### src/rtl/dev_cfg.svh
`ifndef DEV_CFG_SVH
`define DEV_CFG_SVH

// Bus widths.
`define DEV_ALEN        32
`define DEV_DLEN        32
`define DEV_MLEN        4

// Target windows.
`define SRAM_BASE_LSB   28
`define SRAM_BASE_ADDR  4'h1
`define SLC_BASE_LSB    26
`define SLC_BASE_ADDR   6'h2

// SRAM word address width for 256 words.
`define SRAM_AW         8

// Reset vector points at the ROM window.
`define RST_VEC_DEF     32'h0400_0000

// Response buffer.
`define RSP_FIFO_DEPTH  4
`define RSP_CNT_W       3

`endif

### src/rtl/dev_pkg.sv
package dev_pkg;

    // Decoded bus target.
    typedef enum logic [1:0] {
        SLV_SRAM = 2'd0,
        SLV_SLC  = 2'd1,
        SLV_NONE = 2'd2
    } dev_slv_e;

    // Response exception code.
    typedef enum logic [1:0] {
        EXCP_NONE    = 2'd0,
        EXCP_DEC_ERR = 2'd1
    } dev_excp_e;

    // SLC word offsets, address bits 3:2.
    // Offsets 2 and 3 are unmapped.
    typedef enum logic [1:0] {
        SLC_RST_VEC = 2'd0,
        SLC_SFT_IRQ = 2'd1
    } slc_reg_e;

endpackage

### src/rtl/dev_slc.sv
`timescale 1ns/100ps

`include "dev_cfg.svh"

module dev_slc (
    input  logic                    sys_clk,
    input  logic                    rst_n,
    input  logic                    slc_en,
    input  logic                    tgt_read,
    input  logic [`DEV_ALEN-1:0]    tgt_offset,
    input  logic [`DEV_MLEN-1:0]    tgt_mask,
    input  logic [`DEV_DLEN-1:0]    tgt_data,
    output logic [`DEV_DLEN-1:0]    slc_rd_data,
    output logic                    slc_rd_err,
    output logic [`DEV_ALEN-1:0]    rst_vec,
    output logic                    sft_irq
);

    dev_pkg::slc_reg_e      reg_sel;
    logic [`DEV_DLEN-1:0]   reg_val;
    logic                   mapped;

    assign reg_sel = dev_pkg::slc_reg_e'(tgt_offset[3:2]);

    always_comb begin
        mapped  = 1'b1;
        case (reg_sel)
            dev_pkg::SLC_RST_VEC: reg_val = rst_vec;
            dev_pkg::SLC_SFT_IRQ: reg_val = {{(`DEV_DLEN-1){1'b0}}, sft_irq};
            default: begin
                reg_val = '0;
                mapped  = 1'b0;
            end
        endcase
    end

    always_ff @(posedge sys_clk) begin
        if (!rst_n) begin
            rst_vec <= `RST_VEC_DEF;
            sft_irq <= 1'b0;
        end else if (slc_en && !tgt_read) begin
            case (reg_sel)
                dev_pkg::SLC_RST_VEC: begin
                    for (int i = 0; i < `DEV_MLEN; i++) begin
                        if (tgt_mask[i]) begin
                            rst_vec[8*i +: 8] <= tgt_data[8*i +: 8];
                        end
                    end
                end
                dev_pkg::SLC_SFT_IRQ: begin
                    if (tgt_mask[0]) begin
                        sft_irq <= tgt_data[0];
                    end
                end
                default: ;
            endcase
        end
    end

    // Read data one cycle after the strobe.
    always_ff @(posedge sys_clk) begin
        if (slc_en) begin
            slc_rd_data <= tgt_read ? reg_val : '0;
        end
    end

    always_ff @(posedge sys_clk) begin
        if (!rst_n) begin
            slc_rd_err <= 1'b0;
        end else if (slc_en) begin
            slc_rd_err <= !mapped;
        end
    end

    a_rst_vec_def: assert property (@(posedge sys_clk)
        !rst_n |=> (rst_vec == `RST_VEC_DEF) && !sft_irq);

endmodule

### config.mk
export PLATFORM = sky130hd
export DESIGN_NAME = dev_slc
export DESIGN_NICKNAME = d
export VERILOG_FILES = /design/src/rtl/dev_pkg.sv /design/src/rtl/dev_slc.sv
export VERILOG_INCLUDE_DIRS = /design/src /design/src/rtl
export SDC_FILE = /design/constraint.sdc
export NUM_CORES = 1
export LEC_CHECK = 0
export BUFFER_PORTS_ARGS = -buffer_cell sky130_fd_sc_hd__buf_2
export CORE_MARGIN = 2
export CORE_UTILIZATION = 35
export CTS_CLUSTER_SIZE = 30
export DETAILED_ROUTE_END_ITERATION = 7
export GPL_ROUTABILITY_DRIVEN = 0
export MAX_ROUTING_LAYER = met4
export SLEW_MARGIN = 20
export SYNTH_ARGS = -nofsm -noshare
export SYNTH_HDL_FRONTEND = slang
export SYNTH_SLANG_ARGS = --single-unit
export TNS_END_PERCENT = 5
### constraint.sdc
create_clock -name sys_clk -period 1 [get_ports sys_clk]
set_input_delay 0.05 -clock sys_clk [delete_from_list [all_inputs] [get_ports sys_clk]]
set_output_delay 0.05 -clock sys_clk [all_outputs]
set_load 0.02 [all_outputs]
==> reports/results.ini <==
[layout]
layout-drive-gt1-share_pct=36.6
antenna_cells_inserted=0
num-fill-cells=663
layout.cells.non_filler=476
finish.net_count=445
stdcell_area_um2=3880
area_growth_syn_to_layout_pct=48.5
finish.utilization_pct=53.5

[drt]
detail_route.iter0.violations=53
detail_route.vias_per_cell=4.36
detail_route_antenna_nets=0
detail_route.first_pass.iterations=5
via_count=2074
post-route-drc-count=0
route.detailed.wl_per_inst_um=12.8
postRouteWirelength_mm=6.08

[floorplan]
dieWidth_um=90.4
start_util_pct=36.0
ioPinCount=138
placeableCoreArea_um2=7250
die-height_um=90.4
floorplan.die_area_um2=8170
placementRows=31

[worst_setup_path]
cp_top_family=flip-flops
worstSetupStartpoint=slc_rd_data[24]$_SDFFCE_PN0P_
r2r-start=rst_vec[0]$_SDFFE_PN0P_
critical_path_arrival_ps=890
kind_of_end_point_of_the_critical_path=output port
critical_path.max_fanout=1
worst_path_buffer_plus_inverter_count=1
timing.critical_path.cells=buf_2
worst_path_largest_cell_delay_ps=390
critical_path.slowest_cell=edfxtp_1
worstRegToRegCells=2
reg2reg_to=slc_rd_data[0]$_SDFFCE_PN0P_
path_class=reg -> out
worstSetupStartpointType=flip-flop
regToRegSetupSlack_ps=230
worstPathRequired_ps=950

[yosys]
library_cells_used_by_synthesis=20
synth_sequential_area_ratio_pct=62.8
syn_area_um2=2610
yosys.area.top_type_share_pct=36.8
synth_area_per_cell_um2=11.8
number_of_nets_in_the_synthesized_netlist=294
synth_seq_cells=66
synth_largest_area_cell=edfxtp_1
yosys_warnings=0
synth.top_cells.by_area=edfxtp_1, dfxtp_1, mux2i_1, nand2_1, and2_1
synthesis.instances=222

[timing]
worst_setup_skew_after_layout_ps=1.79
hold_ws_ps=4.53
timing.max_slew.rel_slack_pct=76.0
timing_max_transition_violations_final=0
timing.final.crit_period_ps=935
unrepaired_setup_endpoints_after_global_routing=no
share_of_the_clock_period_used_by_the_worst_path_pct=93.5
tightest_slew_ps=359
fmax_ghz=1.07
finalSetupViolCount=0
total_negative_slack_ps=0
timing.final.hold_violations=0

[placement]
detailed_place.area_um2=3360
dp_hpwl_mm=4.14
dpl.cell_count=429
portBuffers=107

[global_route]
globalRouteTotalUtil_pct=16.1
grt_first_pass_wirelength_mm=10.0
number_of_global_route_vias_before_repair=2049
antenna_violations_before_repair=0
grt_max_degree=39
gr-total-overflow=0

[min_path]
min-delay-start=tgt_data[31]
hold_depth=3
worstHoldEndpoint=rst_vec[31]$_SDFFE_PN0P_
min_path_type=in -> reg

[clocking]
clkLatencyLatePin_ps=320
clock_tree.root_cell=clkbuf_8
cts.reportedPaths.clkPinSlew_ps=60
cts-htree-levels=3
post_cts.resized_instances=0
tritoncts_clock_tree=done
cts-root-to-sink-buffers=2
numCtsBuffers=9
clkSinkCount=66

[power_and_ir_drop]
power_density_nw_per_um2=1460
power.leakage_uw=0.00173
ir_drop_uv=667

[job]
cap_violations=0

[status]
outcome=completed

==> cells in the final DEF (no fill, tap or decap), types with 2 or more instances in the layout <==
cell type	n
edfxtp_1	32
clkbuf_8	11
nand2_1	63
buf_12	7
dlygate4sd3_1	32
mux2i_1	34
and2_1	33
buf_4	8
buf_2	107
nor2_1	2
dfxtp_1	34
==> tightest hold or removal path, delay by kind of cell <==
kind	cells	cell delay, ps
buf+inv	1	100
mux	1	60
simple gates	1	60
==> area by class of cell <==
class                      count  area (µm²)  share of cell area, %
multi-input combinational    141         860                   22.2
clock buffer                  12         155                   4.00
tap                           99         124                   3.19
inverter                       1        3.75                 0.0968
timing repair buffer         154        1060                   27.2
clock inverter                 3        38.8                   1.00
sequential                    66        1640                   42.3
==> how the worst max path moves through the flow <==
stage	slack (ps)	endpoint	depth (start not counted)
floorplan	90	rst_vec[10]$_SDFFE_PN0P_	4
global placement	-170	rst_vec[15]$_SDFFE_PN0P_	5
detailed placement	-220	rst_vec[15]$_SDFFE_PN0P_	5
CTS	30	rst_vec[31]	1
global route	20	rst_vec[15]$_SDFFE_PN0P_	5
finish	60	slc_rd_data[24]	1
==> cells by family (layout without fill, tap and decap cells) <==
| group | Yosys count | after routing | synth area share, % |
|---|---|---|---|
| compound gates | 1 | 1 | 0.287 |
| buf+inv | 15 | 170 | 4.36 |
| mux | 34 | 34 | 13.0 |
| simple gates | 106 | 106 | 19.5 |
| flops | 66 | 66 | 62.8 |
==> sequential cells by signal, summed over array words and instances, names as in the netlist <==
signal       flops
slc_rd_data     32
rst_vec         32
slc_rd_err       1
sft_irq          1
==> synth_stat cells <==
cell type / n
edfxtp_1: 32
buf_6: 5
nand2_1: 63
nor3_1: 1
and2_1: 33
nand4_1: 1
nand3_1: 1
dfxtp_1: 34
buf_2: 2
nor2_1: 3
dlymetal6s4s_1: 1
and4b_2: 1
mux2i_1: 34
clkbuf_1: 5
nand2b_1: 1
o211ai_1: 1
dlymetal6s2s_1: 1
nor2b_1: 1
nor4b_2: 1
inv_1: 1
==> stage by stage <==
step	power (µW)	setup slack [ps]
detailed placement	3450	-219
finish	5660	64.9
CTS	5740	33.3
floorplan	3190	85.2
global route	5910	17.1
global placement	3440	-166
==> report_power, final <==
group,switching (µW),internal [µW],leakage (µW)
registers,24.2,2890,0.000605
logic,291,274,0.00103
clock network,918,1260,0.0000999
==> repair_timing <==
item,4_1_cts,5_1_grt
setup buffers,0,0
hold buffers,32,0
setup endpoints to repair,0,0
hold endpoints to repair,32,0
==> per-layer routing <==
layer  vias to the layer above  routed length, µm  GRT usage [%]
li1                       1039                  -              -
met1                       946               2770           20.1
met2                        82               2860           25.4
met3                         7                379           3.76
met4                         0                 74           6.54
met5                         -                  0              -
Note: power is estimated with default switching activity, not from simulation.
