$ cat src/rtl/dev_cfg.svh
`ifndef DEV_CFG_SVH
`define DEV_CFG_SVH

// Bus widths.
`define DEV_ALEN        32
`define DEV_DLEN        32
`define DEV_MLEN        4

// Target windows.
`define SRAM_BASE_LSB   28
`define SRAM_BASE_ADDR  4'h1
`define SLC_BASE_LSB    26
`define SLC_BASE_ADDR   6'h2

// SRAM word address width for 256 words.
`define SRAM_AW         8

// Reset vector points at the ROM window.
`define RST_VEC_DEF     32'h0400_0000

// Response buffer.
`define RSP_FIFO_DEPTH  4
`define RSP_CNT_W       3

`endif

$ cat src/rtl/dev_pkg.sv
package dev_pkg;

    // Decoded bus target.
    typedef enum logic [1:0] {
        SLV_SRAM = 2'd0,
        SLV_SLC  = 2'd1,
        SLV_NONE = 2'd2
    } dev_slv_e;

    // Response exception code.
    typedef enum logic [1:0] {
        EXCP_NONE    = 2'd0,
        EXCP_DEC_ERR = 2'd1
    } dev_excp_e;

    // SLC word offsets, address bits 3:2.
    // Offsets 2 and 3 are unmapped.
    typedef enum logic [1:0] {
        SLC_RST_VEC = 2'd0,
        SLC_SFT_IRQ = 2'd1
    } slc_reg_e;

endpackage

$ cat src/rtl/dev_rsp_fifo.sv
`timescale 1ns/100ps

`include "dev_cfg.svh"

module dev_rsp_fifo (
    input  logic                    sys_clk,
    input  logic                    rst_n,
    input  logic                    push,
    input  dev_pkg::dev_excp_e      push_excp,
    input  logic [`DEV_DLEN-1:0]    push_data,
    input  logic                    rsp_rdy,
    output logic                    rsp_vld,
    output dev_pkg::dev_excp_e      rsp_excp,
    output logic [`DEV_DLEN-1:0]    rsp_data,
    output logic [`RSP_CNT_W-1:0]   free_cnt
);

    localparam int PW = $clog2(`RSP_FIFO_DEPTH);
    localparam int CW = `RSP_CNT_W;
    localparam logic [PW-1:0] LAST_C  = PW'(`RSP_FIFO_DEPTH - 1);
    localparam logic [CW-1:0] DEPTH_C = CW'(`RSP_FIFO_DEPTH);

    dev_pkg::dev_excp_e     excp_mem [`RSP_FIFO_DEPTH];
    logic [`DEV_DLEN-1:0]   data_mem [`RSP_FIFO_DEPTH];
    logic [PW-1:0]          wr_ptr;
    logic [PW-1:0]          rd_ptr;
    logic [CW-1:0]          cnt;
    logic                   pop;

    assign rsp_vld  = cnt != '0;
    assign pop      = rsp_vld && rsp_rdy;
    assign rsp_excp = excp_mem[rd_ptr];
    assign rsp_data = data_mem[rd_ptr];
    assign free_cnt = DEPTH_C - cnt;

    always_ff @(posedge sys_clk) begin
        if (push) begin
            excp_mem[wr_ptr] <= push_excp;
            data_mem[wr_ptr] <= push_data;
        end
    end

    always_ff @(posedge sys_clk) begin
        if (!rst_n) begin
            wr_ptr <= '0;
            rd_ptr <= '0;
            cnt    <= '0;
        end else begin
            if (push) begin
                wr_ptr <= (wr_ptr == LAST_C) ? '0 : wr_ptr + 1'b1;
            end
            if (pop) begin
                rd_ptr <= (rd_ptr == LAST_C) ? '0 : rd_ptr + 1'b1;
            end
            case ({push, pop})
                2'b10:   cnt <= cnt + 1'b1;
                2'b01:   cnt <= cnt - 1'b1;
                default: cnt <= cnt;
            endcase
        end
    end

    // Decoder flow control must keep a free slot for every push.
    a_no_overflow: assert property (@(posedge sys_clk) disable iff (!rst_n)
        push |-> cnt != DEPTH_C);

endmodule

$ cat config.mk
export PLATFORM = sky130hd
export DESIGN_NAME = dev_rsp_fifo
export DESIGN_NICKNAME = d
export VERILOG_FILES = /design/src/rtl/dev_pkg.sv /design/src/rtl/dev_rsp_fifo.sv
export VERILOG_INCLUDE_DIRS = /design/src /design/src/rtl
export SDC_FILE = /design/constraint.sdc
export NUM_CORES = 1
export LEC_CHECK = 0
export BUFFER_PORTS_ARGS = -buffer_cell sky130_fd_sc_hd__buf_4
export CAP_MARGIN = 10
export CELL_PAD_IN_SITES_DETAIL_PLACEMENT = 0
export CELL_PAD_IN_SITES_GLOBAL_PLACEMENT = 2
export CORE_UTILIZATION = 40
export DETAILED_ROUTE_END_ITERATION = 8
export PLACE_DENSITY = 0.78
export RECOVER_POWER = 25
export SETUP_SLACK_MARGIN = 0.02
export SLEW_MARGIN = 20
export SYNTH_ARGS = -nofsm -noshare
export SYNTH_HDL_FRONTEND = slang
export SYNTH_SLANG_ARGS = --single-unit
$ cat constraint.sdc
create_clock -name sys_clk -period 2.1 [get_ports sys_clk]
set_input_delay 0.42 -clock sys_clk [delete_from_list [all_inputs] [get_ports sys_clk]]
set_output_delay 0.42 -clock sys_clk [all_outputs]
set_load 0.01 [all_outputs]
==> flow_metrics.env <==
export IMPL_status="finished, violations left"
export IMPL_violations="setup timing"
export IMPL_p_leak_uw=0.002394
export IMPL_via_per_inst=4.849
export IMPL_htree_levels=4
export IMPL_worstPathCellList="buf_12 -> clkbuf_16 -> mux4_2 -> buf_6"
export IMPL_setup_violations=29
export IMPL_power_switching_uw=2054
export IMPL_p_seq_share_pct=40.8
export IMPL_avgSynthCellArea_sq_um=23.72
export IMPL_setup_ws_ns=-0.04405
export IMPL_critPathBufInv=3
export IMPL_cpMaxStageDelayCell="mux4_2"
export IMPL_wl_per_cell_um=18.35
export IMPL_grt_pass1_wl_mm=14.55
export IMPL_postRouteAntennaNets=0
export IMPL_pwr_share_comb_pct=26.7
export IMPL_path_clk_slew_ns=0.06
export IMPL_areaGrowthSynthToFinish_pct=30.64
export IMPL_path_class="reg -> out"
export IMPL_netlist_area_sq_um=5456
export IMPL_cts_buffers=17
export IMPL_fin_crit_sh_pct=102.1
export IMPL_worst_slew_pin_slew_ns=0.2742
export IMPL_drtIter0Drc=195
export IMPL_period_needed_ns=2.144
export IMPL_ir_worst_vdd_uv=480.2
export IMPL_yosysWarnings=0
export IMPL_critPathCaptureType="output pin"
export IMPL_design_core_area_sq_um=13300
export IMPL_pwr_share_clk_pct=32.5
export IMPL_rsz0062_at_grt="true"
export IMPL_power_uw=8355
export IMPL_cp_depth=4
export IMPL_rr_startpoint="cnt[0]$_SDFFE_PN0P_"
export IMPL_drv_cap=0
export IMPL_grt_max_degree=29
export IMPL_ff2ff_setup_slack_ns=0.05
export IMPL_ys_types=24
export IMPL_io_pins=76
export IMPL_ys_ff_latch=145
export IMPL_placed_cell_area_sq_um=6309
export IMPL_ys_async_sr_fraction_pct=0
export IMPL_clk_latency_ns=0.40
export IMPL_firstDrtPassIters=6
export IMPL_gr_total_overflow=0
export IMPL_rows=42
export IMPL_die_w_um=118.8
export IMPL_max_stage_delay_ns=0.51
export IMPL_final_cell_area_sq_um=7128
export IMPL_antenna_found_initial=0
export IMPL_syn_nets=277
export IMPL_slew_violations=0
export IMPL_n_antenna_cell=0
export IMPL_post_place_cells=481
export IMPL_critPathMaxFanout=4
export IMPL_fin_worst_skew_ns=0.01183
export IMPL_cts_tree="built"
export IMPL_n_fill_cell=1044
export IMPL_crit_required_ns=1.68
export IMPL_hpwl_mm=5.422
export IMPL_die_h_um=118.8
export IMPL_cp_top_family="multiplexers"
export IMPL_reg2reg_depth=10
export IMPL_setup_tns_ns=-0.7739
export IMPL_pre_cts_ws_ns=-0.01302
export IMPL_nets=382
export IMPL_gp_congestion=0.7300
export IMPL_drive_gt1_share_pct=42.82
export IMPL_hold_violations=0
export IMPL_hold_path_class="in -> reg"
export IMPL_port_buffer_count=75
export IMPL_clockBufferDepth=2
export IMPL_seq_area_frac_synth_pct=78.15
export IMPL_start_util_pct=41.04
export IMPL_grt_pass1_vias=2615
export IMPL_maxSlewHeadroom_pct=81.72
export IMPL_cts_root_buffer="clkbuf_16"
export IMPL_syn_inst=230
export IMPL_fmax_mhz=466.4
export IMPL_routed_wl_mm=9.618
export IMPL_fin_cells=524
export IMPL_synth_ff_type="edfxtp_1"
export IMPL_p_int_uw=6301
export IMPL_r2r_end="cnt[2]$_SDFFE_PN0P_"
export IMPL_startpoint_type="register"
export IMPL_p_per_area_nw_per_um2=1172
export IMPL_num_vias=2541
export IMPL_arrival_ns=1.72
export IMPL_grt_usage_pct=14.59
export IMPL_drc=0
export IMPL_synth_edf_count=136
export IMPL_crit_path_end="rsp_data[17]"
export IMPL_swShare_pct=24.58
export IMPL_design_die_area_sq_um=14110
export IMPL_clock_sinks=145
[registers in the layout, summed over array words and instances (netlist names), named ones only]
name,flops
cnt,3
data_mem,128
excp_mem,8
rd_ptr,2
wr_ptr,2
[Yosys cell counts (2+ instances only)]
master	n	share of area, %
edfxtp_1	136	75
o21ai_0	2	0.18
inv_1	9	0.62
buf_12	3	1.1
dfxtp_1	9	3.3
nor2b_1	5	0.57
buf_2	3	0.28
mux2i_1	3	0.55
mux4_1	4	1.9
and2_1	6	0.69
mux4_2	30	12
ha_1	8	1.8
[cell usage in the layout, fill, tap and decap left out, types with 2 or more instances in the layout]
master and n:
clkbuf_16 18, dfxtp_2 2, buf_4 25, dfxtp_4 2, dfxtp_1 5, nor2b_1 4, mux4_2 33, buf_12 11
clkinvlp_4 4, clkinv_4 2, mux2i_1 3, buf_6 34, o21ai_0 2, ha_4 3, buf_16 2, inv_2 3
and2_2 4, clkinv_1 3, clkbuf_1 24, and2_1 2, inv_6 2, ha_1 5, edfxtp_1 136, inv_1 6
[logic make-up (layout without fill, tap and decap cells)]
group	Yosys count	count (layout)	share of synthesized area (%)
AND/OR/NAND/NOR	15	15	1.651
adder cells (fa/ha/maj)	9	9	2.201
AO/OA/AOI/OAI	4	4	0.4127
multiplexers	37	37	14.86
buffers and inverters	18	136	2.408
flip-flops	145	145	78.15
XOR/XNOR	2	2	0.3211
[through the flow]
step / util, % / hold WS, ns
2_1_floorplan: - / 0.4614
3_3_place_gp: 47.45 / 0.4796
3_5_place_dp: 47.45 / 0.4806
4_1_cts: 54.10 / 0.1945
5_1_grt: 53.61 / 0.2109
6_report: 53.61 / 0.2218
[power groups by stage]
stage | Sequential [uW] | Combinational, uW | Clock [uW]
6_report | 3410 | 2230 | 2720
5_1_grt | 3420 | 2390 | 2890
4_1_cts | 3400 | 2230 | 2770
3_5_place_dp | 3450 | 1700 | 0
3_3_place_gp | 3440 | 1680 | 0
2_1_floorplan | 3430 | 1080 | 0
[routing by layer]
| layer | vias up | GRT usage, % | share of wire (%) |
|---|---|---|---|
| met5 | - | 0 | 0 |
| met2 | 78 | 22.99 | 51 |
| met4 | 0 | 6.171 | 0.63 |
| li1 | 1153 | - | - |
| met3 | 4 | 4.488 | 5.5 |
| met1 | 1306 | 18.75 | 43 |
[worst reg2reg max path, cell delays in order, from the launching register on]
cell	delay (ns)
dfxtp_2	0.33
inv_2	0.06
ha_4	0.16
ha_4	0.16
nor2b_4	0.13
ha_4	0.14
inv_2	0.04
fa_2	0.36
xor2_1	0.15
or3_1	0.30
a21boi_1	0.14
[worst min-delay path by stage]
stage | start | end | cells past startpoint | slack, ns
3_5_place_dp | cnt[2]$_SDFFE_PN0P_ | cnt[2]$_SDFFE_PN0P_ | 2 | 0.48
3_3_place_gp | cnt[2]$_SDFFE_PN0P_ | cnt[2]$_SDFFE_PN0P_ | 2 | 0.48
5_1_grt | push_data[31] | data_mem[3][31]$_DFFE_PP_ | 1 | 0.21
6_report | push_data[3] | data_mem[1][3]$_DFFE_PP_ | 1 | 0.22
4_1_cts | push_data[21] | data_mem[3][21]$_DFFE_PP_ | 1 | 0.19
2_1_floorplan | cnt[2]$_SDFFE_PN0P_ | cnt[2]$_SDFFE_PN0P_ | 2 | 0.46
[area by class of cell]
type,count,area (sq um),share of cell area (%)
sequential,145,4274,59.96
multi-input combinational,67,1102,15.46
timing repair buffer,95,953.4,13.38
clock buffer,19,432.9,6.073
tap,176,220.2,3.089
clock inverter,13,111.4,1.562
inverter,9,33.78,0.4739
[what timing repair did]
item	4_1_cts	5_1_grt
hold endpoints to repair	0	0
setup endpoints to repair	35	35
buffers inserted	8	0
pin swaps	2	2
hold buffers	0	0
gates resized for setup	42	7
cloned	3	1
(Power assumes the default switching activity.)
