`src/rtl/dev_cfg.svh`:
```
`ifndef DEV_CFG_SVH
`define DEV_CFG_SVH

// Bus widths.
`define DEV_ALEN        32
`define DEV_DLEN        32
`define DEV_MLEN        4

// Target windows.
`define SRAM_BASE_LSB   28
`define SRAM_BASE_ADDR  4'h1
`define SLC_BASE_LSB    26
`define SLC_BASE_ADDR   6'h2

// SRAM word address width for 256 words.
`define SRAM_AW         8

// Reset vector points at the ROM window.
`define RST_VEC_DEF     32'h0400_0000

// Response buffer.
`define RSP_FIFO_DEPTH  4
`define RSP_CNT_W       3

`endif

```
`src/rtl/dev_pkg.sv`:
```
package dev_pkg;

    // Decoded bus target.
    typedef enum logic [1:0] {
        SLV_SRAM = 2'd0,
        SLV_SLC  = 2'd1,
        SLV_NONE = 2'd2
    } dev_slv_e;

    // Response exception code.
    typedef enum logic [1:0] {
        EXCP_NONE    = 2'd0,
        EXCP_DEC_ERR = 2'd1
    } dev_excp_e;

    // SLC word offsets, address bits 3:2.
    // Offsets 2 and 3 are unmapped.
    typedef enum logic [1:0] {
        SLC_RST_VEC = 2'd0,
        SLC_SFT_IRQ = 2'd1
    } slc_reg_e;

endpackage

```
`src/rtl/dev_bus_dec.sv`:
```
`timescale 1ns/100ps

`include "dev_cfg.svh"

module dev_bus_dec (
    input  logic                    sys_clk,
    input  logic                    rst_n,
    input  logic                    req_vld,
    input  logic                    req_read,
    input  logic [`DEV_ALEN-1:0]    req_addr,
    input  logic [`DEV_MLEN-1:0]    req_mask,
    input  logic [`DEV_DLEN-1:0]    req_data,
    input  logic [`RSP_CNT_W-1:0]   free_cnt,
    input  logic [`DEV_DLEN-1:0]    sram_rd_data,
    input  logic [`DEV_DLEN-1:0]    slc_rd_data,
    input  logic                    slc_rd_err,
    output logic                    req_rdy,
    output logic                    sram_en,
    output logic                    slc_en,
    output logic                    tgt_read,
    output logic [`DEV_ALEN-1:0]    tgt_offset,
    output logic [`DEV_MLEN-1:0]    tgt_mask,
    output logic [`DEV_DLEN-1:0]    tgt_data,
    output logic                    push,
    output dev_pkg::dev_excp_e      push_excp,
    output logic [`DEV_DLEN-1:0]    push_data
);

    logic                   acc;
    logic                   sram_hit;
    logic                   slc_hit;
    dev_pkg::dev_slv_e      slv;
    dev_pkg::dev_slv_e      slv_q;

    //********************
    // Request side.
    //********************

    // Keep one slot back for the push already in flight.
    assign req_rdy  = free_cnt > {{(`RSP_CNT_W-1){1'b0}}, push};
    assign acc      = req_vld && req_rdy;

    assign sram_hit = req_addr[`DEV_ALEN-1:`SRAM_BASE_LSB] == `SRAM_BASE_ADDR;
    assign slc_hit  = req_addr[`DEV_ALEN-1:`SLC_BASE_LSB] == `SLC_BASE_ADDR;

    always_comb begin
        tgt_offset = '0;
        if (sram_hit) begin
            slv = dev_pkg::SLV_SRAM;
            tgt_offset[`SRAM_BASE_LSB-1:0] = req_addr[`SRAM_BASE_LSB-1:0];
        end else if (slc_hit) begin
            slv = dev_pkg::SLV_SLC;
            tgt_offset[`SLC_BASE_LSB-1:0] = req_addr[`SLC_BASE_LSB-1:0];
        end else begin
            slv = dev_pkg::SLV_NONE;
        end
    end

    assign sram_en  = acc && (slv == dev_pkg::SLV_SRAM);
    assign slc_en   = acc && (slv == dev_pkg::SLV_SLC);
    assign tgt_read = req_read;
    assign tgt_mask = req_mask;
    assign tgt_data = req_data;

    always_ff @(posedge sys_clk) begin
        if (!rst_n) begin
            push  <= 1'b0;
            slv_q <= dev_pkg::SLV_NONE;
        end else begin
            push  <= acc;
            slv_q <= slv;
        end
    end

    //********************
    // Response side.
    //********************

    always_comb begin
        case (slv_q)
            dev_pkg::SLV_SRAM: begin
                push_excp = dev_pkg::EXCP_NONE;
                push_data = sram_rd_data;
            end
            dev_pkg::SLV_SLC: begin
                push_excp = slc_rd_err ? dev_pkg::EXCP_DEC_ERR : dev_pkg::EXCP_NONE;
                push_data = slc_rd_data;
            end
            default: begin
                push_excp = dev_pkg::EXCP_DEC_ERR;
                push_data = '0;
            end
        endcase
    end

    // An address hits at most one target window.
    a_one_target: assert property (@(posedge sys_clk) disable iff (!rst_n)
        req_vld |-> !(sram_hit && slc_hit));

endmodule

```
`config.mk`:
```
export PLATFORM = sky130hd
export DESIGN_NAME = dev_bus_dec
export DESIGN_NICKNAME = d
export VERILOG_FILES = /design/src/rtl/dev_pkg.sv /design/src/rtl/dev_bus_dec.sv
export VERILOG_INCLUDE_DIRS = /design/src /design/src/rtl
export SDC_FILE = /design/constraint.sdc
export NUM_CORES = 1
export LEC_CHECK = 0
export BUFFER_PORTS_ARGS = -buffer_cell sky130_fd_sc_hd__buf_2
export CAP_MARGIN = 20
export CORE_AREA = 2 2 95 97
export DETAILED_ROUTE_END_ITERATION = 16
export DIE_AREA = 0 0 97 99
export PLACE_DENSITY_LB_ADDON = 0.15
export RECOVER_POWER = 50
export SLEW_MARGIN = 40
export SYNTH_ARGS = -nofsm -noshare
export SYNTH_HDL_FRONTEND = slang
export SYNTH_SLANG_ARGS = --single-unit
```
`constraint.sdc`:
```
create_clock -name sys_clk -period 2.22 [get_ports sys_clk]
set_input_delay 0.333 -clock sys_clk [delete_from_list [all_inputs] [get_ports sys_clk]]
set_output_delay 0.333 -clock sys_clk [all_outputs]
set_load 0.05 [all_outputs]
```
==> results of run 1 <==
==> path summary, 6_finish.rpt <==
path	to	depth (start not counted)	start
max reg2reg	push	4	push
min reg2reg	push	4	push
min	slv_q[1]	2	rst_n
max	push_data[18]	3	slv_q[1]
==> per-layer routing <==
metal  global-route usage, %  vias to the layer above  wire (microns)
met5                       0                        -               0
met4                    2.38                        0              46
met3                    2.70                        8             524
met2                    17.3                      113            2350
met1                    5.91                      636            1190
li1                        -                      729               -
==> critical path: cells and delay by family, from the launching register on <==
kind / cells / cell delay [ns]
buffers and inverters: 2 / 0.89
and+or+nand+nor: 1 / 0.20
DFF: 1 / 0.29
==> sequential cells by signal (all words and copies together) (netlist names) <==
register	cells
slv_q	2
push	1
==> cell families after synthesis <==
family / synth area share [%]
compound gates: 2.52
fa+ha+maj: 1.05
buf+inv: 32.6
flops: 5.05
mux: 26.9
other cells: 0.315
simple gates: 31.5
==> cell type report <==
type,count,area [sq um],share of cell area (%)
clock buffer,4,45.0,2.42
tap,108,135,7.27
sequential,3,61.3,3.30
multi-input combinational,112,757,40.7
timing repair buffer,169,852,45.9
inverter,2,7.51,0.404
==> cell usage in the layout (no fill, tap or decap), drive strengths merged <==
cell type and count:
nor2 37, dfxtp 3, inv 2, or3 1, ha 1, o21a 1, and2 26, nand3b 1
o31ai 1, conb 5, mux2i 32, and3 2, nor2b 1, a21o 1, nand2 2, buf 160
nor3 1, clkbuf 13
==> power groups by stage <==
stage | clock network, mW | logic [mW] | registers (mW)
6_report | 0.156 | 0.252 | 0.0567
5_1_grt | 0.170 | 0.273 | 0.0569
4_1_cts | 0.163 | 0.257 | 0.0568
3_5_place_dp | 0 | 0.256 | 0.0574
3_3_place_gp | 0 | 0.254 | 0.0574
2_1_floorplan | 0 | 0.326 | 0.0611
==> impl_metrics.ini, run 1 <==
[run_status]
status = complete, no violations

[synthesis]
ys_types = 21
synth_top_cell_area_share_pct = 28.4
synthMostInstantiatedCell = buf_4
synthesis.yosys.warnings = 0
synth.cells.most_frequent = buf_4 (45), nor2_1 (37), mux2i_1 (32), and2_1 (14), and2_2 (12)
post-synth-top-area-cell = buf_4
postSynth.topFlopCell = dfxtp_1
mappedNetlistArea_sq_um = 1190
synth-seq-cells = 3
syn-mean-instance-area_sq_um = 7.21
netlist_instances = 165
async_flop_share_pct = 0
synth.area.top_cells = buf_4 (28%), mux2i_1 (27%), nor2_1 (12%)
seq_area_frac_synth_pct = 5.05
synth_edf_count = 0

[timing]
fin_skew_ns = 0
final.hold.worst_slack_ns = 0.298
grt_setup_unrepaired = no
fin_crit_ns = 1.93
finalSetupViolCount = 0
fmaxAchievable_mhz = 517
period_share_pct = 87.1
worst_pin_slew_ns = 0.668
timing.final.ws_setup_ns = 0.287
slew-limit-headroom_pct = 55.5
fin_setup_tns_ns = 0
timing.final.hold_violations = 0
slew_viol_final = 0

[detailed_routing]
avgViaCountPerCell = 3.73
drtPass1Iterations = 2
routed_wire_length_per_instance_microns = 10.3
via_count = 1486
number_of_violations_reported_at_the_end_of_detailed_routing_iteration_0 = 5
finalWirelength_mm = 4.11
drc = 0
antenna_left = 0

[place]
place.detailed.instances = 394
number_of_port_buffers = 167
pre_cts_ws_ns = 0.436
globalplace.congestion = 0.729
dpl-instance-area_sq_um = 1820
detailedPlacementHpwl_mm = 3.54

[setup_path]
worstPathCellList = clkbuf_2, nor2_1, clkbuf_1
worstPathMaxFanout = 33
crit_path_kind = flop to output port
critPathLaunchType = flop
r2r_slack_ns = 1.09
cp-end-kind = output port
cp.arrival_ns = 1.60
crit_path_top_delay_cell = clkbuf_1
critical_path.max_stage_delay_ns = 0.49
required_ns = 1.89

[power_and_ir_drop]
worst_ir_drop_vdd_mv = 0.114
power.internal_uw = 280
power.total_uw = 465
power_density_nw_per_um2 = 250
p_leak_nw = 1.05
power.share.combinational_pct = 54.2
power.switching_uw = 186
seqPwrFrac_pct = 12.2
power.clock.fraction_pct = 33.6
sw_share_pct = 39.9

[floorplan]
ios = 247
floorplan.die.height_microns = 99
start_util_pct = 13.9
die_x_microns = 97
coreArea_sq_um = 8550
floorplan.die_area_sq_um = 9600
num_rows = 34

[cts]
cts_hold_buf = 0
cts_inserted_buffers = 3
skew_pair_late_insertion_delay_ns = 0.21
postCtsSetupRepairBufs = 0
cts.repair.resized = 0
ctsRootBufferMaster = clkbuf_8
cts.sinks = 3
clk_pin_slew_ns = 0.03
cts_tree = built
max-clock-path-buffers = 2
clock_tree.htree_level_count = 1

[hold_path]
min_path_type = input pin to flop

[global_route]
congestion_overflow_gr = 0
grt_pass1_vias = 1490
antenna_violations_before_repair = 0
pin_count_of_the_biggest_net_entering_global_routing = 34
grt_use_total_pct = 7.73
wire_length_of_the_first_global_routing_pass_mm = 6.23

[final_layout]
final_core_utilization_pct = 21.7
filler_cell_count = 984
share_of_cells_above_drive_strength_1_pct = 62.8
finish.instance_area_sq_um = 1860
finish.cell_count_without_fillers = 398
n_antenna_cell = 0
synthToLayoutAreaGrowth_pct = 56.2
nNetsFinal = 432

[run]
number_of_violations_of_the_max_capacitance_limit = 0
(Power assumes the default switching activity.)
==> inputs of run 2 (changes only) <==
--- a/config.mk
+++ b/config.mk
@@ -7,7 +7,6 @@
 export NUM_CORES = 1
 export LEC_CHECK = 0
 export BUFFER_PORTS_ARGS = -buffer_cell sky130_fd_sc_hd__buf_2
-export CAP_MARGIN = 20
 export CORE_AREA = 2 2 95 97
 export DETAILED_ROUTE_END_ITERATION = 16
 export DIE_AREA = 0 0 97 99
==> constraint.sdc (replaced) <==
create_clock -name sys_clk -period 2.3 [get_ports sys_clk]
set_input_delay 0.345 -clock sys_clk [delete_from_list [all_inputs] [get_ports sys_clk]]
set_output_delay 0.345 -clock sys_clk [all_outputs]
set_load 0.05 [all_outputs]
==> run 2 against run 1 <==
Effect of this change: power down 4.1%; worst setup slack better by 0.0023 ns; combinational power down 5%; critical path depth up 2; critical endpoint is now tgt_offset[7]; hold slack better by 0.012 ns; via count down 0.81%; critical path type is now input pin to output port; die area unchanged; non-clock buffer count unchanged; cell area down 0.74%; register-to-register slack better by 0.10 ns; sequential power down 3%.
==> impl_metrics.ini, run 2 (synthesis gave the netlist of run 1 again) <==
[global_route]
grt.met2_usage_pct = 17.0
antenna_violations_before_repair = 0
global_route.peak_usage_layer = met2
wire_length_of_the_first_global_routing_pass_mm = 6.23
grt_pass1_vias = 1426
congestion_overflow_gr = 0
grt.met3_usage_pct = 3.40
pin_count_of_the_biggest_net_entering_global_routing = 34
globalRouteMet1Util_pct = 6.01
grt_use_total_pct = 7.81

[setup_path]
worstRegToRegCells = 4
crit_buf_inv = 2
cp.arrival_ns = 1.67
crit_path_kind = input pin to output port
crit_path_top_delay_cell = nor3_1
critPathLaunchType = input pin
worstPathCellList = buf_2, nor3_1, o21a_4, and2_1, buf_2
cp-end-kind = output port
r2r_slack_ns = 1.19
cp_common_cell = buf_2
critical-path-top-delay-family = simple AND/OR/NAND/NOR gates
r2r_start = push
critical_path.max_stage_delay_ns = 0.46
worstPathMaxFanout = 27
r2r-end = push
required_ns = 1.96

[final_layout]
commonest_cells_after_routing_fill_and_taps_aside = buf_2 (156), nor2_1 (37), mux2i_1 (32)
synthToLayoutAreaGrowth_pct = 55.0
final_core_utilization_pct = 21.6
reg.largest.list = slv_q x2, push x1
regMostFlops = slv_q
largest_register_ffs = 2
n_antenna_cell = 0
finish.cell_count_without_fillers = 398
share_of_cells_above_drive_strength_1_pct = 61.0
mostFrequentLayoutCell = buf_2
filler_cell_count = 975
finish.instance_area_sq_um = 1840
nNetsFinal = 432

[floorplan]
coreArea_sq_um = 8550
floorplan.die_area_sq_um = 9600
die_x_microns = 97
num_rows = 34
ios = 247
floorplan.die.height_microns = 99
start_util_pct = 13.9

[place]
dpl-instance-area_sq_um = 1820
place.detailed.instances = 394
pre_cts_ws_ns = 0.493
number_of_port_buffers = 167
detailedPlacementHpwl_mm = 3.54
globalplace.congestion = 0.714

[cts]
cts_inserted_buffers = 3
max-clock-path-buffers = 2
ctsRootBufferMaster = clkbuf_8
clk_pin_slew_ns = 0.03
skew_pair_late_insertion_delay_ns = 0.21
cts_tree = built
postCtsSetupRepairBufs = 0
clock_tree.htree_level_count = 1
cts.repair.resized = 0
cts_hold_buf = 0
cts.sinks = 3

[timing]
timing.final.hold_violations = 0
grt_setup_unrepaired = no
slew-limit-headroom_pct = 58.2
fmaxAchievable_mhz = 497
period_share_pct = 87.4
fin_skew_ns = 0
fin_setup_tns_ns = 0
worst_pin_slew_ns = 0.629
timing.final.ws_setup_ns = 0.289
final.hold.worst_slack_ns = 0.310
finalSetupViolCount = 0
fin_crit_ns = 2.01
slew_viol_final = 0

[power_and_ir_drop]
p_leak_nw = 1.03
worst_ir_drop_vdd_mv = 0.150
seqPwrFrac_pct = 12.4
power.internal_uw = 269
sw_share_pct = 39.7
power_density_nw_per_um2 = 242
power.total_uw = 446
power.switching_uw = 177
power.clock.fraction_pct = 33.9
power.share.combinational_pct = 53.8

[run]
number_of_violations_of_the_max_capacitance_limit = 0

[detailed_routing]
drc = 0
antenna_left = 0
routed_wire_length_per_instance_microns = 10.3
finalWirelength_mm = 4.09
avgViaCountPerCell = 3.70
drtPass1Iterations = 3
number_of_violations_reported_at_the_end_of_detailed_routing_iteration_0 = 5
via_count = 1474

[hold_path]
hold_path_depth = 2
hold-path-endpoint = slv_q[1]
hp-start = rst_n
min_path_type = input pin to flop

[run_status]
status = complete, no violations
## run 2: cell count changes in the layout (fill, tap and decap cells not counted), sizes merged
cell    delta
buf        -2
clkbuf     +2
## run 2: worst max-delay path by stage
stage / to / depth (start not counted) / slack, ns / start
5_1_grt: tgt_offset[7] / 5 / 0.13 / req_addr[29]
3_3_place_gp: tgt_offset[7] / 5 / 0.50 / req_addr[29]
3_5_place_dp: tgt_offset[7] / 5 / 0.49 / req_addr[29]
4_1_cts: push_data[10] / 4 / 0.33 / slv_q[0]
2_1_floorplan: slc_en / 4 / 0.15 / push
6_report: tgt_offset[7] / 5 / 0.29 / req_addr[29]
## run 2: power groups by stage
| stage | registers [mW] | logic (mW) | clock network [mW] |
|---|---|---|---|
| after floorplan | 0.0590 | 0.315 | 0 |
| after global placement | 0.0559 | 0.245 | 0 |
| after detailed placement | 0.0559 | 0.246 | 0 |
| after CTS | 0.0552 | 0.247 | 0.155 |
| after global routing | 0.0553 | 0.260 | 0.166 |
| final | 0.0551 | 0.240 | 0.151 |
## run 2: worst register-to-register path, stage by stage, from the launching register on
cell and delay [ns]:
dfxtp_1 0.30, ha_1 0.26, nor2_1 0.04, o31ai_1 0.32, nor2_1 0.06
## run 2: cell type report
class	instances	area (sq um)	area share, %
multi-input combinational	112	746	40.4
clock buffer	4	45.0	2.44
sequential	3	61.3	3.32
inverter	2	7.51	0.407
tap	108	135	7.33
timing repair buffer	169	850	46.1
## run 2: routing by layer
layer | vias up | wire [microns]
met5 | - | 0
li1 | 728 | -
met3 | 8 | 547
met1 | 620 | 1230
met2 | 118 | 2270
met4 | 0 | 46
